[src/cpu_pkg.sv]
package cpu_pkg;

	////////////////////////////////////////////////////////////
	// Widths
	////////////////////////////////////////////////////////////

	typedef logic [31:0] vaddr_t;
	typedef logic [31:0] word_t;
	typedef logic [4:0]  exccode_t;
	typedef logic [4:0]  cp0_reg_t;

	// Cause.ExcCode values
	localparam exccode_t EXCCODE_INT  = 5'h00;
	localparam exccode_t EXCCODE_MOD  = 5'h01;
	localparam exccode_t EXCCODE_TLBL = 5'h02;
	localparam exccode_t EXCCODE_TLBS = 5'h03;
	localparam exccode_t EXCCODE_ADEL = 5'h04;
	localparam exccode_t EXCCODE_ADES = 5'h05;
	localparam exccode_t EXCCODE_SYS  = 5'h08;
	localparam exccode_t EXCCODE_BP   = 5'h09;
	localparam exccode_t EXCCODE_RI   = 5'h0a;
	localparam exccode_t EXCCODE_OV   = 5'h0c;

	// CP0 register numbers
	localparam cp0_reg_t CP0_BADVADDR = 5'd8;
	localparam cp0_reg_t CP0_STATUS   = 5'd12;
	localparam cp0_reg_t CP0_CAUSE    = 5'd13;
	localparam cp0_reg_t CP0_EPC      = 5'd14;

	// Bit positions inside Status and Cause
	localparam int STATUS_IE  = 0;
	localparam int STATUS_EXL = 1;
	localparam int CAUSE_BD   = 31;

	localparam vaddr_t EXC_VECTOR    = 32'h8000_0180;
	localparam vaddr_t REFILL_VECTOR = 32'h8000_0000;
	localparam word_t  STATUS_RESET  = 32'h0000_0000;

	////////////////////////////////////////////////////////////
	// Enums
	////////////////////////////////////////////////////////////

	typedef enum logic [1:0] {
		ADDR_ERR_NONE  = 2'b00,
		ADDR_ERR_FETCH = 2'b01,
		ADDR_ERR_LOAD  = 2'b10,
		ADDR_ERR_STORE = 2'b11
	} addr_err_t;

	typedef enum logic [2:0] {
		NONE, REFILL_L, REFILL_S, INVALID_L, INVALID_S, MODIFIED
	} tlb_exc_t;

	typedef enum logic [2:0] {
		TLB_NONE, TLBWI, TLBWR, TLBR, TLBP
	} tlb_req_t;

	typedef enum logic [3:0] {
		OP_NONE, OP_EXC, OP_BADVA, OP_TLB_EXC, OP_ERET,
		OP_MTC0, OP_TLBW, OP_TLBR, OP_TLBP
	} cp0_op_t;

	////////////////////////////////////////////////////////////
	// Lane and result records
	////////////////////////////////////////////////////////////

	typedef struct packed {
		logic      is_instr;
		vaddr_t    pc;
		logic      in_delay_slot;
		vaddr_t    badvaddr;
		addr_err_t addr_err;
		logic      reserved_instr;
		logic      intovf;
		logic      brk;
		logic      syscall;
		logic      eret;
		logic      mtc0;
		cp0_reg_t  mtc0_addr;
		word_t     mtc0_data;
		tlb_req_t  tlb_req;
		tlb_exc_t  tlb_exc_if;
		tlb_exc_t  tlb_exc_mem;
	} lane_in_t;

	typedef struct packed {
		logic     is_valid_exc;
		cp0_op_t  cp0_op;
		exccode_t cause_exccode;
		logic     cause_bd;
		logic     is_refill;
		vaddr_t   epc;
		vaddr_t   badvaddr;
		cp0_reg_t mtc0_addr;
		word_t    mtc0_data;
	} exc_info_t;

endpackage

[src/cp0_regs.sv]
`timescale 1ns/1ps

module cp0_regs import cpu_pkg::*; (
	input  logic       clk,
	input  logic       rst_n,
	input  exc_info_t  commit_info,
	input  logic [5:0] hw_int,
	output word_t      status,
	output word_t      cause,
	output vaddr_t     epc,
	output vaddr_t     badvaddr
);

	logic take_exc;
	logic do_eret;
	logic do_mtc0;
	logic write_badva;

	assign take_exc    = commit_info.is_valid_exc;
	assign do_eret     = (commit_info.cp0_op == OP_ERET);
	assign do_mtc0     = (commit_info.cp0_op == OP_MTC0);
	assign write_badva = (commit_info.cp0_op == OP_BADVA)
		|| (commit_info.cp0_op == OP_TLB_EXC);

	////////////////////////////////////////////////////////////
	// Status
	////////////////////////////////////////////////////////////

	always_ff @(posedge clk) begin
		if (!rst_n) begin
			status <= STATUS_RESET;
		end else if (take_exc) begin
			status[STATUS_EXL] <= 1'b1;
		end else if (do_eret) begin
			status[STATUS_EXL] <= 1'b0;
		end else if (do_mtc0 && commit_info.mtc0_addr == CP0_STATUS) begin
			status <= commit_info.mtc0_data;
		end
	end

	////////////////////////////////////////////////////////////
	// Cause
	////////////////////////////////////////////////////////////

	always_ff @(posedge clk) begin
		if (!rst_n) begin
			cause <= '0;
		end else begin
			// Hardware interrupt lines sampled every cycle
			cause[15:10] <= hw_int;
			if (take_exc) begin
				cause[CAUSE_BD] <= commit_info.cause_bd;
				cause[6:2]      <= commit_info.cause_exccode;
			end else if (do_mtc0 && commit_info.mtc0_addr == CP0_CAUSE) begin
				// Only the two software interrupt bits are writable
				cause[9:8] <= commit_info.mtc0_data[9:8];
			end
		end
	end

	////////////////////////////////////////////////////////////
	// EPC and BadVAddr
	////////////////////////////////////////////////////////////

	always_ff @(posedge clk) begin
		if (take_exc) begin
			epc <= commit_info.epc;
		end else if (do_mtc0 && commit_info.mtc0_addr == CP0_EPC) begin
			epc <= commit_info.mtc0_data;
		end
	end

	always_ff @(posedge clk) begin
		if (take_exc && write_badva) begin
			badvaddr <= commit_info.badvaddr;
		end else if (do_mtc0 && commit_info.mtc0_addr == CP0_BADVADDR) begin
			badvaddr <= commit_info.mtc0_data;
		end
	end

endmodule

[src/exc_commit.sv]
`timescale 1ns/1ps

module exc_commit import cpu_pkg::*; #(
	parameter int LANES = 2
) (
	input  exc_info_t [LANES-1:0] lane_info,
	input  word_t                 cp0_status,
	input  vaddr_t                cp0_epc,
	output exc_info_t             commit_info,
	output logic                  flush,
	output vaddr_t                redirect_pc,
	output logic      [LANES-1:0] lane_kill,
	output tlb_req_t              tlb_op
);

	localparam int IDX_W = (LANES > 1) ? $clog2(LANES) : 1;

	logic             win_found;
	logic [IDX_W-1:0] win_idx;

	// Lane 0 is the oldest, so the first hit wins
	always_comb begin
		win_found = 1'b0;
		win_idx   = '0;
		for (int i = 0; i < LANES; i++) begin
			if (!win_found && lane_info[i].cp0_op != OP_NONE) begin
				win_found = 1'b1;
				win_idx   = i[IDX_W-1:0];
			end
		end
	end

	always_comb begin
		for (int i = 0; i < LANES; i++) begin
			lane_kill[i] = win_found && (i > int'(win_idx));
		end
	end

	assign commit_info = win_found ? lane_info[win_idx] : '0;

	assign flush = commit_info.is_valid_exc || (commit_info.cp0_op == OP_ERET);

	////////////////////////////////////////////////////////////
	// Redirect target and TLB strobe
	////////////////////////////////////////////////////////////

	always_comb begin
		if (commit_info.is_refill && !cp0_status[STATUS_EXL]) begin
			redirect_pc = REFILL_VECTOR;
		end else if (commit_info.cp0_op == OP_ERET) begin
			redirect_pc = cp0_epc;
		end else begin
			redirect_pc = EXC_VECTOR;
		end
	end

	always_comb begin
		case (commit_info.cp0_op)
			// TLB writes leave as the indexed kind
			OP_TLBW: tlb_op = TLBWI;
			OP_TLBR: tlb_op = TLBR;
			OP_TLBP: tlb_op = TLBP;
			default: tlb_op = TLB_NONE;
		endcase
	end

endmodule

[src/exc_handler.sv]
`timescale 1ns/1ps

module exc_handler import cpu_pkg::*; (
	input  lane_in_t   lane,
	input  word_t      cp0_status,
	input  word_t      cp0_cause,
	input  vaddr_t     cp0_epc,
	input  logic [5:0] hw_int,
	output exc_info_t  info
);

	logic [7:0] int_pending;
	logic       int_taken;
	exccode_t   exc_code;
	cp0_op_t    op;
	logic       refill;
	vaddr_t     epc_sel;
	logic       bd_sel;

	// Hardware lines taken straight from the pins, soft bits from Cause
	assign int_pending = {hw_int, cp0_cause[9:8]} & cp0_status[15:8];
	assign int_taken   = (int_pending != 8'b0) && cp0_status[STATUS_IE]
		&& !cp0_status[STATUS_EXL];

	////////////////////////////////////////////////////////////
	// Exception priority
	////////////////////////////////////////////////////////////

	always_comb begin
		exc_code = '0;
		op       = OP_NONE;
		refill   = 1'b0;
		if (!lane.is_instr) begin
			op = OP_NONE;
		end else if (int_taken) begin
			exc_code = EXCCODE_INT;
			op       = OP_EXC;
		end else if (lane.addr_err == ADDR_ERR_FETCH) begin
			exc_code = EXCCODE_ADEL;
			op       = OP_BADVA;
		end else if (lane.tlb_exc_if == REFILL_L || lane.tlb_exc_if == INVALID_L) begin
			exc_code = EXCCODE_TLBL;
			op       = OP_TLB_EXC;
			refill   = (lane.tlb_exc_if == REFILL_L);
		end else if (lane.reserved_instr) begin
			exc_code = EXCCODE_RI;
			op       = OP_EXC;
		end else if (lane.intovf) begin
			exc_code = EXCCODE_OV;
			op       = OP_EXC;
		end else if (lane.brk) begin
			exc_code = EXCCODE_BP;
			op       = OP_EXC;
		end else if (lane.syscall) begin
			exc_code = EXCCODE_SYS;
			op       = OP_EXC;
		end else if (lane.addr_err == ADDR_ERR_LOAD) begin
			exc_code = EXCCODE_ADEL;
			op       = OP_BADVA;
		end else if (lane.addr_err == ADDR_ERR_STORE) begin
			exc_code = EXCCODE_ADES;
			op       = OP_BADVA;
		end else if (lane.tlb_exc_mem != NONE) begin
			op = OP_TLB_EXC;
			case (lane.tlb_exc_mem)
				REFILL_L:  exc_code = EXCCODE_TLBL;
				REFILL_S:  exc_code = EXCCODE_TLBS;
				INVALID_L: exc_code = EXCCODE_TLBL;
				INVALID_S: exc_code = EXCCODE_TLBS;
				default:   exc_code = EXCCODE_MOD;
			endcase
			refill = (lane.tlb_exc_mem == REFILL_L) || (lane.tlb_exc_mem == REFILL_S);
		end else if (lane.eret) begin
			op = OP_ERET;
		end else if (lane.mtc0) begin
			op = OP_MTC0;
		end else if (lane.tlb_req == TLBWI || lane.tlb_req == TLBWR) begin
			op = OP_TLBW;
		end else if (lane.tlb_req == TLBR) begin
			op = OP_TLBR;
		end else if (lane.tlb_req == TLBP) begin
			op = OP_TLBP;
		end
	end

	////////////////////////////////////////////////////////////
	// EPC and branch delay
	////////////////////////////////////////////////////////////

	always_comb begin
		if (cp0_status[STATUS_EXL]) begin
			// Nested exception keeps the first return point
			epc_sel = cp0_epc;
			bd_sel  = cp0_cause[CAUSE_BD];
		end else if (lane.in_delay_slot) begin
			epc_sel = lane.pc - 32'd4;
			bd_sel  = 1'b1;
		end else begin
			epc_sel = lane.pc;
			bd_sel  = 1'b0;
		end
	end

	always_comb begin
		info.is_valid_exc  = (op == OP_EXC) || (op == OP_BADVA) || (op == OP_TLB_EXC);
		info.cp0_op        = op;
		info.cause_exccode = exc_code;
		info.cause_bd      = bd_sel;
		info.is_refill     = refill;
		info.epc           = epc_sel;
		info.badvaddr      = lane.badvaddr;
		info.mtc0_addr     = lane.mtc0_addr;
		info.mtc0_data     = lane.mtc0_data;
	end

endmodule

[src/exc_unit_top.sv]
`timescale 1ns/1ps

module exc_unit_top import cpu_pkg::*; #(
	parameter int LANES = 2
) (
	input  logic                 clk,
	input  logic                 rst_n,
	input  logic [5:0]           hw_int,
	input  lane_in_t [LANES-1:0] lanes_in,
	output logic                 flush,
	output vaddr_t               redirect_pc,
	output logic     [LANES-1:0] lane_kill,
	output tlb_req_t             tlb_op,
	output word_t                status,
	output word_t                cause,
	output vaddr_t               epc,
	output vaddr_t               badvaddr
);

	lane_in_t  [LANES-1:0] lane_q;
	exc_info_t [LANES-1:0] lane_info;
	exc_info_t             commit_info;
	word_t                 cp0_status;
	word_t                 cp0_cause;
	vaddr_t                cp0_epc;

	mem_lane_latch #(.LANES(LANES)) u_latch (
		.clk      (clk),
		.rst_n    (rst_n),
		.flush    (flush),
		.lanes_in (lanes_in),
		.lane_q   (lane_q)
	);

	// One handler per lane, all reading the same CP0 state
	genvar g;
	generate
		for (g = 0; g < LANES; g++) begin : g_handler
			exc_handler u_handler (
				.lane       (lane_q[g]),
				.cp0_status (cp0_status),
				.cp0_cause  (cp0_cause),
				.cp0_epc    (cp0_epc),
				.hw_int     (hw_int),
				.info       (lane_info[g])
			);
		end
	endgenerate

	exc_commit #(.LANES(LANES)) u_commit (
		.lane_info   (lane_info),
		.cp0_status  (cp0_status),
		.cp0_epc     (cp0_epc),
		.commit_info (commit_info),
		.flush       (flush),
		.redirect_pc (redirect_pc),
		.lane_kill   (lane_kill),
		.tlb_op      (tlb_op)
	);

	cp0_regs u_cp0 (
		.clk         (clk),
		.rst_n       (rst_n),
		.commit_info (commit_info),
		.hw_int      (hw_int),
		.status      (cp0_status),
		.cause       (cp0_cause),
		.epc         (cp0_epc),
		.badvaddr    (badvaddr)
	);

	assign status = cp0_status;
	assign cause  = cp0_cause;
	assign epc    = cp0_epc;

endmodule

[src/mem_lane_latch.sv]
`timescale 1ns/1ps

module mem_lane_latch import cpu_pkg::*; #(
	parameter int LANES = 2
) (
	input  logic                 clk,
	input  logic                 rst_n,
	input  logic                 flush,
	input  lane_in_t [LANES-1:0] lanes_in,
	output lane_in_t [LANES-1:0] lane_q
);

	// Valid bits and lane payload are held apart
	logic     [LANES-1:0] valid_q;
	lane_in_t [LANES-1:0] payload_q;

	////////////////////////////////////////////////////////////
	// Memory to writeback boundary
	////////////////////////////////////////////////////////////

	always_ff @(posedge clk) begin
		if (!rst_n) begin
			valid_q <= '0;
		end else if (flush) begin
			// Incoming group is younger than the flushing instruction
			valid_q <= '0;
		end else begin
			for (int i = 0; i < LANES; i++) begin
				valid_q[i] <= lanes_in[i].is_instr;
			end
		end
	end

	always_ff @(posedge clk) begin
		payload_q <= lanes_in;
	end

	// Rebuild each lane with the registered valid bit
	genvar g;
	generate
		for (g = 0; g < LANES; g++) begin : g_lane
			always_comb begin
				lane_q[g] = payload_q[g];
				lane_q[g].is_instr = valid_q[g];
			end
		end
	endgenerate

endmodule

[config.mk]
export PLATFORM = sky130hd
export DESIGN_NAME = exc_unit_top
export DESIGN_NICKNAME = d
export VERILOG_FILES = /design/src/cpu_pkg.sv /design/src/cp0_regs.sv /design/src/exc_commit.sv /design/src/exc_handler.sv /design/src/exc_unit_top.sv /design/src/mem_lane_latch.sv
export SDC_FILE = /design/constraint.sdc
export NUM_CORES = 1
export LEC_CHECK = 0
export BUFFER_PORTS_ARGS = -buffer_cell sky130_fd_sc_hd__buf_2
export CORE_MARGIN = 4
export CORE_UTILIZATION = 40
export DETAILED_ROUTE_END_ITERATION = 16
export PLACE_DENSITY = 0.71
export REMOVE_ABC_BUFFERS = 1
export SKIP_CTS_REPAIR_TIMING = 1
export SLEW_MARGIN = 5
export SYNTH_ARGS = -nofsm -noshare
export SYNTH_HDL_FRONTEND = slang
export SYNTH_SLANG_ARGS = --single-unit
[constraint.sdc]
create_clock -name clk -period 9.35 [get_ports clk]
set_input_delay 0.935 -clock clk [delete_from_list [all_inputs] [get_ports clk]]
set_output_delay 0.935 -clock clk [all_outputs]
set_load 0.02 [all_outputs]
# ---- Word-level counts from Yosys, hierarchy flattened
# Index checks and enable logic that the tools add are counted.
# W data, S select, Z words.
dict set report op_classes {
  n_addsub 2
  order_cmp 2
  eq_ne 45
  mux 102
  n_bitwise 4
  reduce_logical 41
}
# op count
set op_table {}
lappend op_table {{$mux W113} 3}
lappend op_table {{$mux W32} 10}
lappend op_table {{$mux W4} 32}
lappend op_table {{$mux W5} 22}
lappend op_table {{$sub A32 B3 Y32 const B} 2}
lappend op_table {{$mux W1} 31}
lappend op_table {{$eq A3 B2 Y1 const B} 10}
lappend op_table {{$eq A4 B2 Y1 const B} 6}
lappend op_table {{$eq A5 B4 Y1 const B} 4}
lappend op_table {{$eq A3 B1 Y1 const B} 6}
lappend op_table {{$eq A4 B3 Y1 const B} 4}
lappend op_table {{$eq A3 B3 Y1 const B} 4}
lappend op_table {{$logic_or A1 B1 Y1} 12}
lappend op_table {{$logic_and A1 B1 Y1} 10}
lappend op_table {{$reduce_or A2 Y1} 5}
lappend op_table {{$pmux W3 S3} 1}
lappend op_table {{$reduce_bool A3 Y1} 3}
lappend op_table {{$and A8 B8 Y8} 1}
lappend op_table {{$eq A2 B2 Y1 const B} 4}
lappend op_table {{$eq A4 B1 Y1 const B} 2}
lappend op_table {{$pmux W2 S2} 2}
lappend op_table {{$reduce_bool A4 Y1} 2}
lappend op_table {{$reduce_bool A8 Y1} 1}
lappend op_table {{$reduce_and A2 Y1} 3}
lappend op_table {{11 further kinds} 16}
dict set report totals {
  register_bits 350
  output_inout_bits 166
  wordCells 235
}

# ---- Logic depth before layout (Yosys ltp)
dict set report logic_depth {
  word_depth 30
  mapped_depth 12
}

# ---- Cells and area by module
# Synthesis repeated with hierarchy kept, for this count alone.
dict set report hier_totals {
  hier_cells 1411
  area_unflattened_um2 15254.6
}
# mod n_inst cells_each area_each_um2 seq_area_each_um2
set modules_own_cells {}
lappend modules_own_cells {mem_lane_latch 1 242 4822.1 4804.6}
lappend modules_own_cells {cp0_regs 1 352 4710.8 2842.7}
lappend modules_own_cells {exc_commit 1 233 1929.4 0.0}
lappend modules_own_cells {{exc_handler at g_handler[1].u_handler} 1 296 1898.1 0.0}
lappend modules_own_cells {{exc_handler at g_handler[0].u_handler} 1 288 1894.3 0.0}

# ---- Worst setup path after synthesis
# Ideal clock, no wire load.
dict set report synth_timing {
  kind {input to register}
  from {input hw_int[0]}
  to {register u_cp0.badvaddr[0] (enable)}
  setup_ns 0.466
  arrival_time_ns 5.053
  required_time_ns 8.884
  path_slack_ns 3.832
  path_stages 9
  path_buffers 1
  cell_sequence {a22o_1 o41ai_4 buf_4 and3_1 nand3_1 a31o_2 nor4b_4 nand2_1 o21ai_0}
}
dict set report synth_between {
  elab_chain_cells 18
  elab_cells_between_ends 36
  cone_classes {10 x eq/ne; 10 x mux; 1 x bitwise; 15 x reduce/logical}
}
# item line_no
set synth_lines {}
lappend synth_lines {{start: declaration} exc_unit_top.sv:8} ;# input logic [5:0] hw_int,
lappend synth_lines {{$and A8 B8 Y8 (*)} exc_handler.sv:21} ;# assign int_pending = {hw_int, cp0_cause[9:8]} & cp0_status[15:8];
lappend synth_lines {{$reduce_bool A8 Y1 (*)} exc_handler.sv:22} ;# assign int_taken = (int_pending != 8'b0) && cp0_status[STATUS_IE]
lappend synth_lines {{$logic_and A1 B1 Y1 (*)} exc_handler.sv:22}
lappend synth_lines {{$logic_and A1 B1 Y1 (*)} exc_handler.sv:23} ;# && !cp0_status[STATUS_EXL];
lappend synth_lines {{$mux W4} exc_handler.sv:35} ;# end else if (int_taken) begin
lappend synth_lines {{$mux W4} exc_handler.sv:33} ;# if (!lane.is_instr) begin
lappend synth_lines {{$reduce_bool A4 Y1} exc_commit.sv:26} ;# if (!win_found && lane_info[i].cp0_op != OP_NONE) begin
lappend synth_lines {{$mux W1} exc_commit.sv:26}
lappend synth_lines {{$logic_not A1 Y1} exc_commit.sv:26}
lappend synth_lines {{$logic_and A1 B1 Y1} exc_commit.sv:26}
lappend synth_lines {{$mux W1} exc_commit.sv:26}
lappend synth_lines {{$mux W113 (not written as such) (2 in a row)} exc_commit.sv:39} ;# assign commit_info = win_found ? lane_info[win_idx] : '0;
lappend synth_lines {{$mux W113 (*)} exc_commit.sv:39}
lappend synth_lines {{$eq A4 B2 Y1 (on tied branches)} {cp0_regs.sv:22, cp0_regs.sv:23}}
lappend synth_lines {{$logic_or A1 B1 Y1} cp0_regs.sv:23} ;# || (commit_info.cp0_op == OP_TLB_EXC);
lappend synth_lines {{$logic_and A1 B1 Y1} cp0_regs.sv:74} ;# if (take_exc && write_badva) begin
lappend synth_lines {{$reduce_bool A2 Y1 (no line) (*)} --}
lappend synth_lines {{end signal: assignment} cp0_regs.sv:75} ;# badvaddr <= commit_info.badvaddr;
lappend synth_lines {{end signal: assignment} cp0_regs.sv:77} ;# badvaddr <= commit_info.mtc0_data;
lappend synth_lines {{end: declaration} cp0_regs.sv:11} ;# output vaddr_t badvaddr
# Mark *: on every way between the ends. The rest lies on a longest branch, timed or not. The select of a mux whose other input is x is not followed.
# A chain may end at the register's enable or synchronous reset.

# ---- Worst setup path in the final report
dict set report layout_timing {
  from {input hw_int[0]}
  to {output redirect_pc[30]}
}
dict set report layout_between {
  elab_chain_cells 17
  elab_cells_between_ends 26
  cone_classes {1 x eq/ne; 16 x mux; 1 x bitwise; 8 x reduce/logical}
}
# item line_no
set layout_lines {}
lappend layout_lines {{$and A8 B8 Y8 (*)} exc_handler.sv:21}
lappend layout_lines {{$reduce_bool A8 Y1 (*)} exc_handler.sv:22}
lappend layout_lines {{$logic_and A1 B1 Y1 (*)} exc_handler.sv:22}
lappend layout_lines {{$logic_and A1 B1 Y1 (*)} exc_handler.sv:23}
lappend layout_lines {{$mux W4} exc_handler.sv:35}
lappend layout_lines {{$mux W4} exc_handler.sv:33}
lappend layout_lines {{$reduce_bool A4 Y1} exc_commit.sv:26}
lappend layout_lines {{$mux W1} exc_commit.sv:26}
lappend layout_lines {{$logic_not A1 Y1} exc_commit.sv:26}
lappend layout_lines {{$logic_and A1 B1 Y1} exc_commit.sv:26}
lappend layout_lines {{$mux W1} exc_commit.sv:26}
lappend layout_lines {{$mux W113 (not written as such) (2 in a row)} exc_commit.sv:39}
lappend layout_lines {{$mux W113 (*)} exc_commit.sv:39}
lappend layout_lines {{$eq A4 B3 Y1} exc_commit.sv:50} ;# end else if (commit_info.cp0_op == OP_ERET) begin
lappend layout_lines {{$mux W32} exc_commit.sv:50}
lappend layout_lines {{$mux W32 (*)} exc_commit.sv:48} ;# if (commit_info.is_refill && !cp0_status[STATUS_EXL]) begin
lappend layout_lines {{end: declaration} exc_unit_top.sv:11} ;# output vaddr_t redirect_pc,
# Marks and branches as above.

==> impl_metrics.csv <==
group,metric,value,unit
min_path,hold_class,"register to register",
worst_setup_path,worstPathArrival,4.86,ns
cells_and_area,area_delta_synth_final,28.1,%
timing,hold_viol,0,
cells_and_area,design_area,0.0166,mm²
logic_synthesis,netlist_area,0.0129,mm²
min_path,holdPathStages,2,
cts,numCtsBuffers,39,
grt,grt_pass1_vias,10400,
grt,grt_max_degree,81,
logic_synthesis,synthFlopType,"dfxtp_1",
grt,grt_pass1_wl,61100,µm
floorplanning,boundaryPins,414,
grt,grt-ovfl-total,0,
worst_setup_path,critPathMaxFanout,28,
worst_setup_path,critPathCaptureType,"primary output",
floorplanning,row_count,65,
timing,skew,0.0193,ns
timing,finalSetupTns,0,ns
logic_synthesis,ys_warn_count,0,
floorplanning,dieArea,0.0353,mm²
min_path,hold_path_end,"u_cp0.status[31]",
routing,wl_per_cell,20.7,µm
logic_synthesis,synth_edf_count,64,
timing,rsz0062_at_grt,"no",
cells_and_area,drive_gt1_share,32.2,%
logic_synthesis,synth_top_cell_area_share,44.1,%
pwr,switching_share,25.1,%
place,gp_congestion,0.857,
cells_and_area,fin_util,52.3,%
worst_setup_path,critPathKind,"input port to primary output",
worst_setup_path,r2r_slack,4.83,ns
pwr,powerDensity,216,mW/mm²
pwr,seqPwrFrac,46.5,%
timing,worst_slew_pin_slew,1.22,ns
logic_synthesis,synth_area_leader_cell,"dfxtp_1",
worst_setup_path,reg2reg_depth,10,
place,dp_hpwl,29400,µm
pwr,p_switching,0.902,mW
routing,firstDrtPassIters,5,
cts,clkTransAtPathRegs,0.05,ns
cts,htree_num_levels,2,
worst_setup_path,cp-start-kind,"input port",
routing,dr_total_vias,10400,
timing,drv_slew,0,
place,placed_area,0.0152,mm²
grt,grt_usage,22.4,%
pwr,combPwrFrac,9.7,%
grt,antenna_found_initial,4,
logic_synthesis,synthDistinctLibCells,76,
run,cap_violations,0,
cts,clock_path_buffers,3,
cells_and_area,final_cell_mix,"392 x buf_2, 285 x dfxtp_1, 121 x nand2_1",
timing,min_period,5.80,ns
cts,cts_tree,"yes",
floorplanning,coreArea,0.0317,mm²
cts,numClockSinks,349,
worst_setup_path,reg2reg_to,"u_cp0.badvaddr[22]",
pwr,max-vdd-ir-drop,0.168,mV
floorplanning,die_w,188,µm
routing,drt_first_iter_violations,595,
routing,vias_per_cell,5.16,
timing,max-slew-margin-rel,18.1,%
pwr,p_leak,7.47,nW
logic_synthesis,synth.avg_cell_area,10.8,µm²
floorplanning,initial_utilization,40.8,%
logic_synthesis,synthCells,1199,
logic_synthesis,ys_seq_area_share,58.9,%
pwr,cell_internal_pwr,2.68,mW
routing,wirelength,41800,µm
logic_synthesis,async_reset_ff_share,0,%
routing,ant_nets,0,
cells_and_area,final_nets,1835,
timing,post-route-period-util,62.0,%
worst_setup_path,required,8.42,ns
cells_and_area,layout_commonest_cell,"buf_2",
run_status,status,"complete, no violations",
pwr,power.share.clock,43.8,%
cts,clockRootBuffer,"clkbuf_16",
timing,timing.fmax,172,MHz
logic_synthesis,synth_area_leaders,"dfxtp_1 44%, edfxtp_1 15%, mux2i_1 5.1%, nand2_1 3.5%, nor2_1 2.7%",
routing,remaining_drc_errors,0,
worst_setup_path,timing.rr.start,"u_latch.lane_q[53]",
logic_synthesis,synth.ff_latch_count,349,
floorplanning,die_y,188,µm
cts,clkLatencyLatePin,0.52,ns
place,io_buffer_count,393,
timing,finalSetupViolCount,0,
min_path,min_from,"u_cp0.status[31]",
power groups by stage:
stage	combinational, mW	sequential, mW	clock, mW
CTS	0.350	1.67	1.60
global placement	0.344	1.70	0
finish	0.348	1.67	1.57
detailed placement	0.349	1.70	0
floorplan	0.167	1.71	0
global route	0.378	1.67	1.66
worst max-delay path, cell delays in order:
cell and delay, ns:
buf_2 0.11, a22o_1 0.31, o41ai_4 0.75, a31o_2 0.26
buf_4 0.36, a31oi_1 0.30, nor4_4 1.05, buf_4 0.43
and2_1 0.17, buf_2 0.16
layer usage:
metal,vias to the layer above,share of wire [%],GRT usage (%)
li1,4955,-,-
met1,4892,42,28.9
met2,489,47,37.2
met3,105,6.4,3.67
met4,0,4.4,10.1
met5,-,0,0
synth_stat cells (3+ instances only):
master	number
o21ai_0	62
nor3b_1	3
o21a_1	3
a31o_2	5
nand3b_1	4
mux2_2	18
buf_2	9
clkbuf_1	39
nor4_1	15
dfxtp_1	285
buf_4	26
nor2b_1	9
nor3_1	25
and3_1	4
a31oi_1	8
o31ai_1	4
a22o_1	4
nor2_1	94
a22oi_1	3
mux2i_1	66
xor2_1	27
a21boi_0	18
inv_1	14
nand4_1	27
buf_1	3
and2_1	36
nand2_1	121
nand2b_1	26
a21oi_1	28
edfxtp_1	64
nand3_1	25
buf_6	3
xnor2_1	31
or3_1	6
a211oi_1	9
or4_1	8
and4b_1	3
o21ai_1	5
o211ai_1	8
nor4b_1	4
final cells by class:
| class | instances | area, µm² |
|---|---|---|
| fillers | 2857 | 15100 |
| clock buffers | 51 | 1100 |
| flip-flops and latches | 349 | 7630 |
| diodes | 5 | 12.5 |
| repair buffers | 406 | 2070 |
| clock inverters | 21 | 239 |
| inverters | 14 | 52.6 |
| multi-input cells | 775 | 4980 |
| well taps | 402 | 503 |
state kept, by name, summed over array words and instances (netlist names):
| name | flops |
|---|---|
| u_latch.lane_q | 238 |
| u_cp0.badvaddr | 32 |
| u_cp0.epc | 32 |
| u_cp0.status | 32 |
| u_cp0.cause | 13 |
| u_latch.valid_q | 2 |
how the worst max path moves through the flow:
stage	from	endpoint	slack, ns	cells after the start
6_report	hw_int[0]	redirect_pc[30]	3.55	10
3_3_place_gp	hw_int[0]	redirect_pc[19]	3.78	10
5_1_grt	hw_int[0]	redirect_pc[19]	3.32	10
3_5_place_dp	hw_int[0]	redirect_pc[30]	3.61	10
4_1_cts	hw_int[0]	redirect_pc[30]	3.56	10
2_1_floorplan	hw_int[0]	redirect_pc[7]	3.24	8
through the flow:
| stage | hold WS, ns | setup WS (ns) | power, mW | instances |
|---|---|---|---|---|
| 3_3_place_gp | 0.442 | 3.78 | 2.04 | 1946 |
| 6_report | 0.459 | 3.55 | 3.59 | 2023 |
| 2_1_floorplan | 0.534 | 3.24 | 1.88 | 1138 |
| 5_1_grt | 0.469 | 3.32 | 3.72 | 2022 |
| 3_5_place_dp | 0.449 | 3.61 | 2.05 | 1946 |
| 4_1_cts | 0.461 | 3.56 | 3.62 | 2018 |
cells by family (layout without fill, tap and decap cells):
family / Yosys count / count (layout) / share of synthesized area (%)
AO/OA/AOI/OAI: 187 / 187 / 9.68
XOR/XNOR: 58 / 58 / 3.93
adder cells (fa/ha/maj): 2 / 2 / 0.193
buffers and inverters: 94 / 492 / 3.74
flip-flops: 349 / 349 / 58.9
multiplexers: 84 / 84 / 6.67
other: 1 / 25 / 0.0290
AND/OR/NAND/NOR: 424 / 424 / 16.8
Note: power is estimated with default switching activity, not from simulation.
